--- src/exu_pkg.sv ---
// execute stage shared types
package exu_pkg;

	parameter int xlen = 32;

	// alu operation selected by the decoder
	typedef enum logic [3:0] {
		alu_add  = 4'd0,
		alu_sub  = 4'd1,
		alu_and  = 4'd2,
		alu_or   = 4'd3,
		alu_xor  = 4'd4,
		alu_sll  = 4'd5,
		alu_srl  = 4'd6,
		alu_sra  = 4'd7,
		alu_slt  = 4'd8,
		alu_sltu = 4'd9
	} alu_op_e;

	typedef enum logic [1:0] {
		src1_zero = 2'd0,
		src1_reg1 = 2'd1,
		src1_pc   = 2'd2,
		src1_csr  = 2'd3
	} src1_sel_e;

	typedef enum logic [1:0] {
		src2_zero = 2'd0,
		src2_reg2 = 2'd1,
		src2_imm  = 2'd2,
		src2_four = 2'd3
	} src2_sel_e;

	typedef enum logic [2:0] {
		br_none = 3'd0,
		br_beq  = 3'd1,
		br_bne  = 3'd2,
		br_blt  = 3'd3,
		br_bge  = 3'd4,
		br_bltu = 3'd5,
		br_bgeu = 3'd6
	} branch_e;

	typedef enum logic [1:0] {
		csr_none  = 2'd0,
		csr_rw    = 2'd1,
		csr_rs    = 2'd2,
		csr_ecall = 2'd3
	} csr_op_e;

	// machine mode csrs implemented here
	typedef enum logic [11:0] {
		csr_mstatus = 12'h300,
		csr_mtvec   = 12'h305,
		csr_mepc    = 12'h341,
		csr_mcause  = 12'h342
	} csr_addr_e;

	// environment call from m-mode
	parameter logic [xlen-1:0] mcause_ecall = 32'd11;

	// decoder to execute
	typedef struct packed {
		logic [xlen-1:0] pc;
		logic [xlen-1:0] reg1;
		logic [xlen-1:0] reg2;
		logic [xlen-1:0] imm;
		alu_op_e         alu_op;
		src1_sel_e       src1_sel;
		src2_sel_e       src2_sel;
		branch_e         branch;
		csr_op_e         csr_op;
		csr_addr_e       csr_addr;
		logic [2:0]      load_type;
		logic [1:0]      store_type;
		logic            wd;
		logic [4:0]      wreg;
		logic            ebreak;
	} idu_exu_t;

	// execute to load/store unit
	typedef struct packed {
		logic [xlen-1:0] alu_result;
		logic [xlen-1:0] mem_wdata;
		logic [xlen-1:0] redirect_pc;
		logic            redirect;
		logic            mem_wen;
		logic [2:0]      load_type;
		logic [1:0]      store_type;
		logic            wd;
		logic [4:0]      wreg;
		logic            ebreak;
	} exu_lsu_t;

endpackage
--- src/exu_top.sv ---
// execute stage top level
module exu_top import exu_pkg::*; #(
	parameter logic [xlen-1:0] MTVEC_RESET = 32'h8000_0000
) (
	input  logic     clock,
	input  logic     reset,
	input  logic     idu_valid_i,
	input  idu_exu_t idu_pkt_i,
	output logic     exu_ready_o,
	output logic     exu_valid_o,
	output exu_lsu_t exu_pkt_o,
	input  logic     lsu_ready_i
);

	alu_op_e         alu_op;
	logic [xlen-1:0] src1;
	logic [xlen-1:0] src2;
	logic [xlen-1:0] alu_result;
	logic            alu_zero;
	logic            alu_less;
	logic            csr_commit;
	csr_op_e         csr_op;
	csr_addr_e       csr_addr;
	logic [xlen-1:0] csr_wdata;
	logic [xlen-1:0] csr_pc;
	logic [xlen-1:0] csr_rdata;
	logic [xlen-1:0] mtvec;

	exu_stage u_stage (
		.clock        (clock),
		.reset        (reset),
		.idu_valid_i  (idu_valid_i),
		.idu_pkt_i    (idu_pkt_i),
		.exu_ready_o  (exu_ready_o),
		.exu_valid_o  (exu_valid_o),
		.exu_pkt_o    (exu_pkt_o),
		.lsu_ready_i  (lsu_ready_i),
		.alu_op_o     (alu_op),
		.src1_o       (src1),
		.src2_o       (src2),
		.alu_result_i (alu_result),
		.alu_zero_i   (alu_zero),
		.alu_less_i   (alu_less),
		.csr_commit_o (csr_commit),
		.csr_op_o     (csr_op),
		.csr_addr_o   (csr_addr),
		.csr_wdata_o  (csr_wdata),
		.csr_pc_o     (csr_pc),
		.csr_rdata_i  (csr_rdata),
		.mtvec_i      (mtvec)
	);

	alu u_alu (
		.alu_op_i (alu_op),
		.src1_i   (src1),
		.src2_i   (src2),
		.result_o (alu_result),
		.zero_o   (alu_zero),
		.less_o   (alu_less)
	);

	csr_file #(
		.MTVEC_RESET (MTVEC_RESET)
	) u_csr (
		.clock       (clock),
		.reset       (reset),
		.commit_i    (csr_commit),
		.csr_op_i    (csr_op),
		.csr_addr_i  (csr_addr),
		.csr_wdata_i (csr_wdata),
		.pc_i        (csr_pc),
		.csr_rdata_o (csr_rdata),
		.mtvec_o     (mtvec)
	);

endmodule

--- src/exu_stage.sv ---
// execute stage with registered output
module exu_stage import exu_pkg::*; (
	input  logic            clock,
	input  logic            reset,

	// decoder side
	input  logic            idu_valid_i,
	input  idu_exu_t        idu_pkt_i,
	output logic            exu_ready_o,

	// load/store side
	output logic            exu_valid_o,
	output exu_lsu_t        exu_pkt_o,
	input  logic            lsu_ready_i,

	// alu
	output alu_op_e         alu_op_o,
	output logic [xlen-1:0] src1_o,
	output logic [xlen-1:0] src2_o,
	input  logic [xlen-1:0] alu_result_i,
	input  logic            alu_zero_i,
	input  logic            alu_less_i,

	// csr block
	output logic            csr_commit_o,
	output csr_op_e         csr_op_o,
	output csr_addr_e       csr_addr_o,
	output logic [xlen-1:0] csr_wdata_o,
	output logic [xlen-1:0] csr_pc_o,
	input  logic [xlen-1:0] csr_rdata_i,
	input  logic [xlen-1:0] mtvec_i
);

	// run: output register empty, hold: packet waits for lsu
	typedef enum logic {
		st_run  = 1'b0,
		st_hold = 1'b1
	} state_e;

	state_e   state_q;
	state_e   state_d;
	exu_lsu_t pkt_q;
	exu_lsu_t pkt_d;
	logic     accept;
	logic     taken;

	always_comb begin
		case (idu_pkt_i.src1_sel)
			src1_zero: src1_o = '0;
			src1_reg1: src1_o = idu_pkt_i.reg1;
			src1_pc:   src1_o = idu_pkt_i.pc;
			src1_csr:  src1_o = csr_rdata_i;
			default:   src1_o = '0;
		endcase
	end

	always_comb begin
		case (idu_pkt_i.src2_sel)
			src2_zero: src2_o = '0;
			src2_reg2: src2_o = idu_pkt_i.reg2;
			src2_imm:  src2_o = idu_pkt_i.imm;
			src2_four: src2_o = 32'd4;
			default:   src2_o = '0;
		endcase
	end

	assign alu_op_o = idu_pkt_i.alu_op;

	// decoder picks sub, slt or sltu to match the branch kind
	always_comb begin
		case (idu_pkt_i.branch)
			br_beq:  taken = alu_zero_i;
			br_bne:  taken = !alu_zero_i;
			br_blt:  taken = alu_less_i;
			br_bge:  taken = !alu_less_i;
			br_bltu: taken = alu_less_i;
			br_bgeu: taken = !alu_less_i;
			default: taken = 1'b0;
		endcase
	end

	always_comb begin
		case (idu_pkt_i.csr_op)
			csr_rw:  csr_wdata_o = idu_pkt_i.reg1;
			csr_rs:  csr_wdata_o = idu_pkt_i.reg1 | csr_rdata_i;
			default: csr_wdata_o = '0;
		endcase
	end

	assign exu_ready_o = (state_q == st_run) || lsu_ready_i;
	assign accept = idu_valid_i && exu_ready_o;

	// csr side effects land on the accept edge
	assign csr_commit_o = accept;
	assign csr_op_o = idu_pkt_i.csr_op;
	assign csr_addr_o = idu_pkt_i.csr_addr;
	assign csr_pc_o = idu_pkt_i.pc;

	always_comb begin
		pkt_d.alu_result  = alu_result_i;
		pkt_d.mem_wdata   = idu_pkt_i.reg2;
		pkt_d.redirect    = taken || (idu_pkt_i.csr_op == csr_ecall);
		pkt_d.redirect_pc = taken ? idu_pkt_i.pc + idu_pkt_i.imm : mtvec_i;
		pkt_d.mem_wen     = |idu_pkt_i.store_type;
		pkt_d.load_type   = idu_pkt_i.load_type;
		pkt_d.store_type  = idu_pkt_i.store_type;
		pkt_d.wd          = idu_pkt_i.wd;
		pkt_d.wreg        = idu_pkt_i.wreg;
		pkt_d.ebreak      = idu_pkt_i.ebreak;
	end

	always_comb begin
		state_d = state_q;
		case (state_q)
			st_run: begin
				if (idu_valid_i) begin
					state_d = st_hold;
				end
			end
			st_hold: begin
				// drains only when nothing new replaces it
				if (lsu_ready_i && !idu_valid_i) begin
					state_d = st_run;
				end
			end
			default: begin
				state_d = st_run;
			end
		endcase
	end

	always_ff @(posedge clock) begin
		if (reset) begin
			state_q <= st_run;
		end else begin
			state_q <= state_d;
		end
	end

	always_ff @(posedge clock) begin
		if (accept) begin
			pkt_q <= pkt_d;
		end
	end

	assign exu_valid_o = (state_q == st_hold);
	assign exu_pkt_o = pkt_q;

endmodule

--- src/csr_file.sv ---
// machine mode csr registers
module csr_file import exu_pkg::*; #(
	parameter logic [xlen-1:0] MTVEC_RESET = 32'h8000_0000
) (
	input  logic            clock,
	input  logic            reset,
	input  logic            commit_i,
	input  csr_op_e         csr_op_i,
	input  csr_addr_e       csr_addr_i,
	input  logic [xlen-1:0] csr_wdata_i,
	input  logic [xlen-1:0] pc_i,
	output logic [xlen-1:0] csr_rdata_o,
	output logic [xlen-1:0] mtvec_o
);

	logic [xlen-1:0] mstatus_q;
	logic [xlen-1:0] mtvec_q;
	logic [xlen-1:0] mepc_q;
	logic [xlen-1:0] mcause_q;
	logic            csr_write;
	logic            ecall;

	assign csr_write = commit_i && (csr_op_i == csr_rw || csr_op_i == csr_rs);
	assign ecall = commit_i && (csr_op_i == csr_ecall);

	// unknown addresses read as zero
	always_comb begin
		case (csr_addr_i)
			csr_mstatus: csr_rdata_o = mstatus_q;
			csr_mtvec:   csr_rdata_o = mtvec_q;
			csr_mepc:    csr_rdata_o = mepc_q;
			csr_mcause:  csr_rdata_o = mcause_q;
			default:     csr_rdata_o = '0;
		endcase
	end

	always_ff @(posedge clock) begin
		if (reset) begin
			mstatus_q <= '0;
			mtvec_q   <= MTVEC_RESET;
			mepc_q    <= '0;
			mcause_q  <= '0;
		end else if (ecall) begin
			// trap entry, save the faulting pc
			mepc_q   <= pc_i;
			mcause_q <= mcause_ecall;
		end else if (csr_write) begin
			case (csr_addr_i)
				csr_mstatus: mstatus_q <= csr_wdata_i;
				csr_mtvec:   mtvec_q   <= csr_wdata_i;
				csr_mepc:    mepc_q    <= csr_wdata_i;
				csr_mcause:  mcause_q  <= csr_wdata_i;
				default: begin
				end
			endcase
		end
	end

	// trap vector for the stage redirect
	assign mtvec_o = mtvec_q;

endmodule

--- src/alu.sv ---
// rv32 integer alu
module alu import exu_pkg::*; (
	input  alu_op_e         alu_op_i,
	input  logic [xlen-1:0] src1_i,
	input  logic [xlen-1:0] src2_i,
	output logic [xlen-1:0] result_o,
	output logic            zero_o,
	output logic            less_o
);

	logic [4:0] shamt;
	logic       signed_lt;
	logic       unsigned_lt;

	assign shamt = src2_i[4:0];
	assign signed_lt = $signed(src1_i) < $signed(src2_i);
	assign unsigned_lt = src1_i < src2_i;

	always_comb begin
		case (alu_op_i)
			alu_add: begin
				result_o = src1_i + src2_i;
			end
			alu_sub: begin
				result_o = src1_i - src2_i;
			end
			alu_and: begin
				result_o = src1_i & src2_i;
			end
			alu_or: begin
				result_o = src1_i | src2_i;
			end
			alu_xor: begin
				result_o = src1_i ^ src2_i;
			end
			alu_sll: begin
				result_o = src1_i << shamt;
			end
			alu_srl: begin
				result_o = src1_i >> shamt;
			end
			alu_sra: begin
				result_o = $unsigned($signed(src1_i) >>> shamt);
			end
			alu_slt: begin
				result_o = {{(xlen-1){1'b0}}, signed_lt};
			end
			alu_sltu: begin
				result_o = {{(xlen-1){1'b0}}, unsigned_lt};
			end
			default: begin
				result_o = '0;
			end
		endcase
	end

	assign zero_o = (result_o == '0);

	// compare ops report their own bit, everything else signed
	always_comb begin
		case (alu_op_i)
			alu_slt, alu_sltu: begin
				less_o = result_o[0];
			end
			default: begin
				less_o = signed_lt;
			end
		endcase
	end

endmodule

--- config.mk ---
export PLATFORM = sky130hd
export DESIGN_NAME = exu_top
export DESIGN_NICKNAME = d
export VERILOG_FILES = /design/src/exu_pkg.sv /design/src/exu_top.sv /design/src/exu_stage.sv /design/src/csr_file.sv /design/src/alu.sv
export SDC_FILE = /design/constraint.sdc
export NUM_CORES = 1
export LEC_CHECK = 0
export BUFFER_PORTS_ARGS = -buffer_cell sky130_fd_sc_hd__buf_2
export CAP_MARGIN = 20
export CORE_ASPECT_RATIO = 1.25
export CORE_MARGIN = 3
export CORE_UTILIZATION = 30
export CTS_CLUSTER_DIAMETER = 150
export DETAILED_ROUTE_END_ITERATION = 10
export PLACE_DENSITY_LB_ADDON = 0.05
export SKIP_CTS_REPAIR_TIMING = 1
export SLEW_MARGIN = 20
export SYNTH_ARGS = -nofsm -noshare
export SYNTH_HDL_FRONTEND = slang
export SYNTH_SLANG_ARGS = --single-unit
--- constraint.sdc ---
create_clock -name clock -period 16.7 [get_ports clock]
set_input_delay 2.505 -clock clock [delete_from_list [all_inputs] [get_ports clock]]
set_output_delay 2.505 -clock clock [all_outputs]
set_load 0.02 [all_outputs]
Yosys cells after proc, flatten, opt, wreduce, memory -nomap -nowiden
Cells that the tools add are included.
- flip-flop bits (word level): 239
- input bits: 169
- word-level logic and storage cells: 102
- $add $sub $neg: 3
- magnitude comparators: 2
- eq/ne operators: 28
- shift operators: 3
- muxes and demuxes: 17
- bitwise gates (word level): 6
- reduce and logical (&&, ||, !) cells: 27
- operators with widths (kind ; number):
    one-hot mux 32 bit (4 select lines) ; 3
    one-hot mux 32 bit (10 select lines) ; 1
    two-way mux 32 bit ; 4
    adder 32 bit ; 2
    less-than comparator 32 bit ; 2
    OR 32 bit ; 2
    one-hot mux 32 bit (2 select lines) ; 1
    equality test 12 x 10 -> 1 bit (second input constant) ; 4
    AND 32 bit ; 1
    logical NOT 32 bit ; 1
    left shift 32 x 5 -> 32 bit ; 1
    >> shifter 32 x 5 -> 32 bit ; 1
    >>> shifter 32 x 5 -> 32 bit ; 1
    subtractor 32 bit ; 1
    bitwise XOR 32 bit ; 1
    equality test 4 x 3 -> 1 bit (second input constant) ; 4
    equality test 2 bit (second input constant) ; 6
    two-way mux 4 bit ; 3
    OR reduction 2 bit ; 5
    equality test 3 bit (second input constant) ; 3
    equality test 4 x 2 -> 1 bit (second input constant) ; 2
    equality test 4 bit (second input constant) ; 2
    equality test 2 x 1 -> 1 bit (second input constant) ; 3
    equality test 3 x 2 -> 1 bit (second input constant) ; 2
    14 further kinds ; 30

Depth between registers and ports, before layout
Gate-level depths: netlist of the first run.
- depth after elaboration: 9
- mapped depth: 29
- gate-level depth less buffers: 23

Modules after synthesis
A second synthesis of the first run with hierarchy kept.
- cell total of the unflattened synthesis: 2879
- area, all modules: 24350.9 µm²
- by module, submodules not included (module ; instances ; cells an instance ; area an instance (µm²)):
    alu ; 1 ; 1463 ; 10405.0
    exu_stage ; 1 ; 711 ; 7412.1
    csr_file ; 1 ; 705 ; 6533.8

Worst setup path after synthesis of the first run
Ideal clock, no wire load.
- kind: input to register
- start point: input idu_pkt_i[30] (netlist name)
- end point: register u_stage.pkt_q, in the netlist u_stage.exu_pkt_o[26] (data pin)
- arrival time: 8.837 ns
- required time: 16.438 ns
- path slack: 7.601 ns
- stages: 28
- path buffers: 8
- cells stage by stage: buf_2 -> nand3b_1 -> nand2_1 -> clkbuf_1 -> buf_6 -> buf_2 -> buf_2 -> buf_2 -> buf_2 -> ha_1 -> inv_1 -> fa_1 -> nor2b_1 -> o21ai_0 -> a21oi_1 -> or3_1 -> a31o_1 -> a21oi_1 -> o221a_2 -> a31oi_1 -> or4_1 -> or4b_1 -> nor4_1 -> nand4b_1 -> or4_4 -> o211ai_4 -> buf_12 -> mux2_1
- RTL lines (element ; line ; text):
    start, declared ; exu_top.sv:8 ; input idu_exu_t idu_pkt_i,
    end signal, assigned ; exu_stage.sv:142 ; pkt_q <= pkt_d;
    end, declared ; exu_stage.sv:42 ; exu_lsu_t pkt_q;

==> results by group, run 1 <==
Outcome
  – Outcome: finished, final reports clean

Cells and area
  – Layout Cells excl Fill: 4,327
  – Final nets: around 3,600
  – Final core occ: 34.5%
  – Share of layout cells above drive strength 1: between 15 and 20%
  – FF/Latch Area: 0.00589 mm^2
  – Filler Cell Count: 8,407
  – Area grow syn2layout: 13.6%
  – Multi-input combinational cell area: ~0.016 mm^2

Floorplan
  – DIE WIDTH: 257 um
  – Cell Rows: between 100 and 150
  – Core ar.: ~0.078 mm^2
  – Die ar.: around 0.08 mm^2
  – Die Ht: 320 um
  – # IOs: around 280
  – Starting Density: a little under a third

Worst setup path
  – Worst path required time: 17.05 ns
  – Worst setup SP type: input port
  – Crit path capture type: flip-flop
  – Reg2reg end: u_stage.exu_pkt_o[35]$_DFFE_PP_
  – Kind of critical path: in -> reg
  – Critical Path Fanout Max: 54
  – Crit. Startpoint: idu_pkt_i[18]
  – R2r startpoint: u_csr.mtvec_o[9]$_SDFFE_PP0P_
  – Buf+Inv Stages, Crit Path: 2
  – R2R Setup Slk: 8.36 ns
  – Slowest library cell on the worst path: nor4_1
  – Max incr delay on CP: 0.81 ns
  – R2R cell count: 20
  – CP Depth: 24
  – Delay-heaviest family, CP: simple AND/OR/NAND/NOR gates
  – CP Cell Sequence: buf_2, nor2_1, and3_1, nor4_2, nor2_1, mux2_2, a22o_1, ha_1, nand2_1, a2111o_1, a21oi_1, o21ai_0, nand3_1, nand3_1, and3_1, o311a_1, nand4bb_1, or4b_1, nor4_1, nand4b_1, or4_4, o211ai_4, buf_4, mux2_1
  – CP endpoint: u_stage.exu_pkt_o[35]$_DFFE_PP_
  – CP arrival: 11.29 ns

GRT
  – First-pass GRT wire length: 205 mm
  – Total gr overflow: 0
  – Initial antenna violation count: 6
  – Vias in the first global route: 26,100
  – Largest net degree at the start of global routing: 65
  – Total Routing Usage GR: 34.4%

Synthesis
  – Syn_nets: 3,408
  – Seq/Total Area, Yosys: 24.9%
  – Prevailing post-synth register cell: dfxtp_1
  – Synth Area per Inst: 7.61 um^2
  – Synthesized area: 0.0236 mm^2
  – Cell count after synthesis: 3,105
  – Unique masters post-synth: approximately 110
  – Post-synth EDFFs: 110
  – Ys Warns: 0
  – Asr flop ratio synth: 0%
  – Yosys reg bits: 239

Clock network
  – Worst-path clk slew: roughly 0.060 ns
  – Clock buffer depth: 3
  – CTS tree: yes
  – Later-pin clock latency in the skew report: 0.62 ns
  – Htree depth: 1
  – Root Buffer: clkbuf_16
  – CTS buffer count: 30
  – CTS sink count: about 240

Routing
  – Vias per inst: 6.34
  – Initial DRC count: 3,348
  – Post-DR wirelength/cell: roughly 34 um
  – DRT antenna net count: 0
  – Residual DRC: 0
  – First-pass DRT Iterations: 6
  – DR vias: 27,400
  – Routed WL: 148 mm

STA
  – Worst-Margin Slew: 1.17 ns
  – Final setup viols: 0
  – Final worst-path cycle share: 65.5%
  – Setup repair after global routing missed its margin: no
  – Max-slew headroom: roughly 22%
  – Slew Viols, Final: 0
  – Final clock skew: 0.0282 ns
  – F_max: 91.4 MHz
  – Fin crit period: about 11 ns
  – Final Hold Viols: 0
  – Fin Setup TNS: 0 ns

Placement
  – Placed Cells: ~4,300
  – RD Place Congestion: about 1.0
  – PortBufs: 280
  – HPWL after DPL: 117 mm

Pwr
  – NetSw: 0.862 mW
  – Clock power share: 31.1%
  – P_leak: 10.4 nW
  – Sw frac: 40.5%
  – Pwr per Cell Area: 79.3 mW/mm^2
  – Pint: roughly 1.3 mW
  – Seq pwr share: just over 30%
  – Max VDD drop: 0.0798 mV
  – Gate power share: between 30% and 40%

Job
  – Max Cap Violations: 0

Hold path
  – Hold/Removal Path Class: reg -> reg
## worst register-to-register path: stages, from the launching register on
cell,delay [ns]
dfxtp_1,0.46
and3_1,0.26
o41ai_1,0.71
nand2_1,0.39
ha_1,0.60
nand2_1,0.09
a2111o_1,0.41
a21oi_1,0.44
o21ai_0,0.33
nand3_1,0.24
nand3_1,0.08
and3_1,0.21
o311a_1,0.42
nand4bb_1,0.23
or4b_1,0.53
nor4_1,0.81
nand4b_1,0.23
or4_4,0.59
o211ai_4,0.10
buf_4,0.53
mux2_1,0.44
## Yosys cell counts, drive strengths merged, types with 49 or more instances
master	number	area (um^2)
a21o	49	368
nor2	240	903
inv	115	432
nor3	93	475
clkbuf	134	503
dfxtp	129	2580
o211ai	49	382
a22oi	79	593
nand3	107	541
buf	98	642
ha	131	1640
edfxtp	110	3300
and3	68	430
a211oi	52	390
o21ai	148	744
nand2	378	1420
a21oi	330	1650
a31oi	62	440
## worst min path at each step
stage	cells past startpoint	startpoint	slack, ns	endpoint
finish	2	u_csr.mstatus_q[27]$_SDFFE_PP0P_	0.45	u_csr.mstatus_q[27]$_SDFFE_PP0P_
global route	2	u_csr.mstatus_q[14]$_SDFFE_PP0P_	0.47	u_csr.mstatus_q[14]$_SDFFE_PP0P_
CTS	2	u_csr.mstatus_q[15]$_SDFFE_PP0P_	0.45	u_csr.mstatus_q[15]$_SDFFE_PP0P_
detailed placement	2	u_csr.mstatus_q[15]$_SDFFE_PP0P_	0.44	u_csr.mstatus_q[15]$_SDFFE_PP0P_
global placement	2	u_csr.mstatus_q[15]$_SDFFE_PP0P_	0.44	u_csr.mstatus_q[15]$_SDFFE_PP0P_
floorplan	2	u_csr.mstatus_q[13]$_SDFFE_PP0P_	0.43	u_csr.mstatus_q[13]$_SDFFE_PP0P_
## layout make-up
class	instances	share of cell area, %
multi-input cells	2519	60.6
flip-flops and latches	239	21.9
repair buffers	355	7.33
well taps	1044	4.87
clock buffers	42	3.32
inverters	115	1.61
clock inverters	12	0.340
diodes	1	0.00932
## flip-flops by register name (all words and copies together), names as in the netlist
name and count:
u_csr.mcause_q 32, u_csr.mepc_q 32, u_csr.mstatus_q 32, u_csr.mtvec_o 32, u_stage.exu_pkt_o 110, u_stage.exu_valid_o 1
## cells in the final DEF, fill, tap and decap left out, types with 42 or more instances in the layout
cell        n
a21o_1     48
and3_1     67
nand2_1   375
nor2_1    238
buf_2     279
a21oi_1   330
edfxtp_1  110
o22ai_1    42
a22oi_1    77
inv_1     110
dfxtp_1   129
a31oi_1    55
a211oi_1   52
o211ai_1   48
o21ai_0   124
nand3_1   106
ha_1      131
buf_4      74
nor3_1     88
## metal layers
layer  vias to the layer above  GRT usage [%]  wire length, um
met5                         -              0                0
met4                         0           25.5            13400
met3                       383           4.84            10200
met2                      1473           56.4            68200
met1                     13500           41.0            56300
li1                      12100              -                -
## power by group through the flow
stage / registers [mW] / logic, mW / clock network, mW
6_report: 0.663 / 0.802 / 0.663
5_1_grt: 0.664 / 0.841 / 0.702
4_1_cts: 0.664 / 0.782 / 0.679
3_5_place_dp: 0.676 / 0.778 / 0
3_3_place_gp: 0.676 / 0.781 / 0
2_1_floorplan: 0.705 / 0.441 / 0
## per-stage QoR
stage / worst slack (ns) / power (mW) / instance area, um^2 / hold slack [ns]
floorplan: 7.60 / 1.15 / 23600 / 0.432
global placement: 5.55 / 1.46 / 25800 / 0.439
detailed placement: 5.38 / 1.45 / 25800 / 0.442
CTS: 6.01 / 2.13 / 26800 / 0.450
global route: 5.51 / 2.21 / 26800 / 0.472
finish: 5.76 / 2.13 / 26800 / 0.450
## cells by family after synthesis
family                     Yosys count  synth area share, %
DFF                                239                 24.9
adders and majority gates          134                 7.19
xor gates and xnor gates            40                 1.48
buffers and inverters              347                 6.67
AOI/OAI and AO/OA                 1154                 33.6
muxes                               57                 3.02
and+or+nand+nor                   1134                 23.2
Note: power is estimated with default switching activity, not from simulation.
==> run 2, diff against run 1 <==
- clock period: 16.7 -> 10.22 ns (I/O delays scaled with it)
==> run 2 against run 1 <==
Clock power up 87%. Register-to-register slack got worse by 5.9 ns. Die area unchanged. Combinational power up 67%. Flip-flop and latch count is the same. Critical path depth fell by 2. Final cell count increased by 0.97%. Worst setup slack lost 4.6 ns. Critical endpoint unchanged. Largest cell class unchanged. Highest routed layer is now met5.
==> results by group, run 2 (synthesis gave the netlist of run 1 again) <==
Outcome
  – Outcome: finished, final reports clean

Floorplan
  – DIE WIDTH: 257 um (unchanged)
  – Core ar.: 0.0777 mm^2 (unchanged)
  – # IOs: 281 (unchanged)
  – Starting Density: 30.4% (unchanged)
  – Die ar.: 0.0822 mm^2 (unchanged)
  – Die Ht: 320 um (unchanged)
  – Cell Rows: 114 (unchanged)

STA
  – F_max: 110 MHz
  – Final clock skew: 0.0166 ns (-0.0117 ns)
  – Final setup viols: 0 (unchanged)
  – Fin crit period: between 9 and 10 ns
  – Fin worst setup slack: 1.15 ns (-4.61 ns)
  – Final worst-path cycle share: between 80% and 90%
  – Worst-Margin Slew: 1.24 ns (+0.0770 ns)
  – Slew Viols, Final: 0 (unchanged)
  – Hold WS: 0.449 ns (-0.000164 ns)
  – Setup repair after global routing missed its margin: no
  – Final Hold Viols: 0 (unchanged)
  – Max-slew headroom: 16.4% (-5.3 points)
  – Fin Setup TNS: 0 ns (unchanged)

Clock network
  – CTS sink count: 239 (unchanged)
  – Clock buffer depth: 3 (unchanged)
  – CTS tree: yes
  – Later-pin clock latency in the skew report: 0.57 ns (-0.05 ns)
  – Worst-path clk slew: 0.06 ns (about the same)
  – Htree depth: 2 (+1)
  – CTS buffer count: 34 (+13%)
  – Root Buffer: clkbuf_16

Placement
  – Placed Area: 0.0261 mm^2 (+1.0%)
  – RD Place Congestion: 1.02 (-0.61%)
  – PortBufs: 280 (unchanged)
  – Pre-CTS setup slack: 0.694 ns (-4.69 ns)
  – HPWL after DPL: 118 mm (+1.4%)

Cells and area
  – Share of layout cells above drive strength 1: 17.2% (+0.87 points)
  – Most common cell after layout, fill and taps aside: nand2_1
  – Final Cell Area: 0.0273 mm^2 (+1.6%)
  – Area grow syn2layout: 15.4%
  – Max FFs per register: 110 (unchanged)
  – Final nets: 3,597 (+0.95%)
  – Filler Cell Count: 8,393 (-0.17%)
  – Most frequent cells in the layout: nand2_1 (374), a21oi_1 (330), buf_2 (279), nor2_1 (238), ha_1 (131)

GRT
  – Total Routing Usage GR: 35.0% (+0.60 points)
  – Initial antenna violation count: 9 (+3)
  – First-pass GRT wire length: 208 mm (+1.3%)
  – Vias in the first global route: 26,500 (+1.5%)
  – Total gr overflow: 0 (unchanged)
  – Largest net degree at the start of global routing: 71 (+9.2%)

Job
  – Max Cap Violations: 0 (unchanged)

Worst setup path
  – Worst path required time: 10.53 ns (-6.52 ns)
  – Crit path capture type: flip-flop
  – Kind of critical path: in -> reg
  – Critical Path Fanout Max: 46 (-15%)
  – Slowest library cell on the worst path: or4_1
  – CP Cell Sequence: buf_2, or4_1, nor3_4, buf_4, a31oi_1, nand2_1, ha_1, nor4_1, o211a_1, a311o_1, a311o_1, o221a_2, a31oi_1, or4_1, or4b_1, nor4_1, buf_4, nand4b_1, or4_4, o211ai_4, buf_12, mux2_1
  – Max incr delay on CP: 0.71 ns (-0.10 ns)
  – CP arrival: 9.38 ns (-1.91 ns)
  – Worst setup SP type: input port

Routing
  – First-pass DRT Iterations: 7 (+1)
  – Vias per inst: 6.32 (-0.28%)
  – DR vias: 27,600 (+0.69%)
  – Initial DRC count: 3,230 (-3.5%)
  – Post-DR wirelength/cell: 34.4 um (+0.65%)
  – Routed WL: 150 mm (+1.6%)
  – Residual DRC: 0 (unchanged)
  – DRT antenna net count: 0 (unchanged)

Pwr
  – Max VDD drop: 0.114 mV (+43%)
  – P_leak: 10.6 nW (+2.3%)
  – PnR Total Power: 3.66 mW (+72%)
  – Pwr per Cell Area: 134 mW/mm^2 (+69%)

Hold path
  – Hold/Removal Path Class: reg -> reg
==> run 2: cell count changes in the layout (fill, tap and decap cells not counted), sizes merged <==
cell      previous run  this run
clkbuf              44        43
bufinv               0         3
diode                1         6
clkinv               8         9
buf                353       385
clkinvlp             1         3
==> run 2: final cells by class <==
| type | instances | area (um^2) | share of cell area, % |
|---|---|---|---|
| clock inverter | 18 | 191 | 0.702 |
| clock buffer | 43 | 946 | 3.47 |
| inverter | 115 | 432 | 1.58 |
| multi-input combinational | 2519 | 16300 | 59.7 |
| tap | 1044 | 1310 | 4.79 |
| sequential | 239 | 5890 | 21.6 |
| timing repair buffer | 385 | 2230 | 8.17 |
| antenna | 6 | 15.0 | 0.0550 |
==> run 2: critical path: cells and delay by family <==
kind | cells | cell delay (ns)
AND/OR/NAND/NOR | 9 | 4.19
multiplexers | 1 | 0.33
AO/OA/AOI/OAI | 7 | 1.66
buffers and inverters | 4 | 1.16
adder cells (fa/ha/maj) | 1 | 0.45
==> run 2: worst paths after layout <==
path	end	start	slack (ns)	cells after the start
min	u_csr.mstatus_q[1]$_SDFFE_PP0P_	u_csr.mstatus_q[1]$_SDFFE_PP0P_	0.45	2
max reg2reg	u_stage.exu_pkt_o[35]$_DFFE_PP_	u_csr.mstatus_q[1]$_SDFFE_PP0P_	2.49	23
max	u_stage.exu_pkt_o[35]$_DFFE_PP_	idu_pkt_i[22]	1.15	22
min reg2reg	u_csr.mstatus_q[1]$_SDFFE_PP0P_	u_csr.mstatus_q[1]$_SDFFE_PP0P_	0.45	2
==> run 2: routing by layer <==
metal	wire length, um	vias to the layer above	track usage [%]
li1	-	12200	-
met1	56600	13600	40.9
met2	70100	1462	58.0
met3	10300	401	5.61
met4	13400	8	25.9
met5	59	-	0
==> run 2: metrics by stage <==
step,std cells,util (%)
floorplan,3105,-
global placement,4300,33.6
detailed placement,4300,33.6
CTS,4361,35.1
global route,4363,35.1
finish,4369,35.1
==> run 2: power by group <==
group / total (mW) / switching, mW / internal [mW]
sequential: 1.08 / 0.0206 / 1.06
combinational: 1.34 / 0.928 / 0.409
clock: 1.24 / 0.505 / 0.737
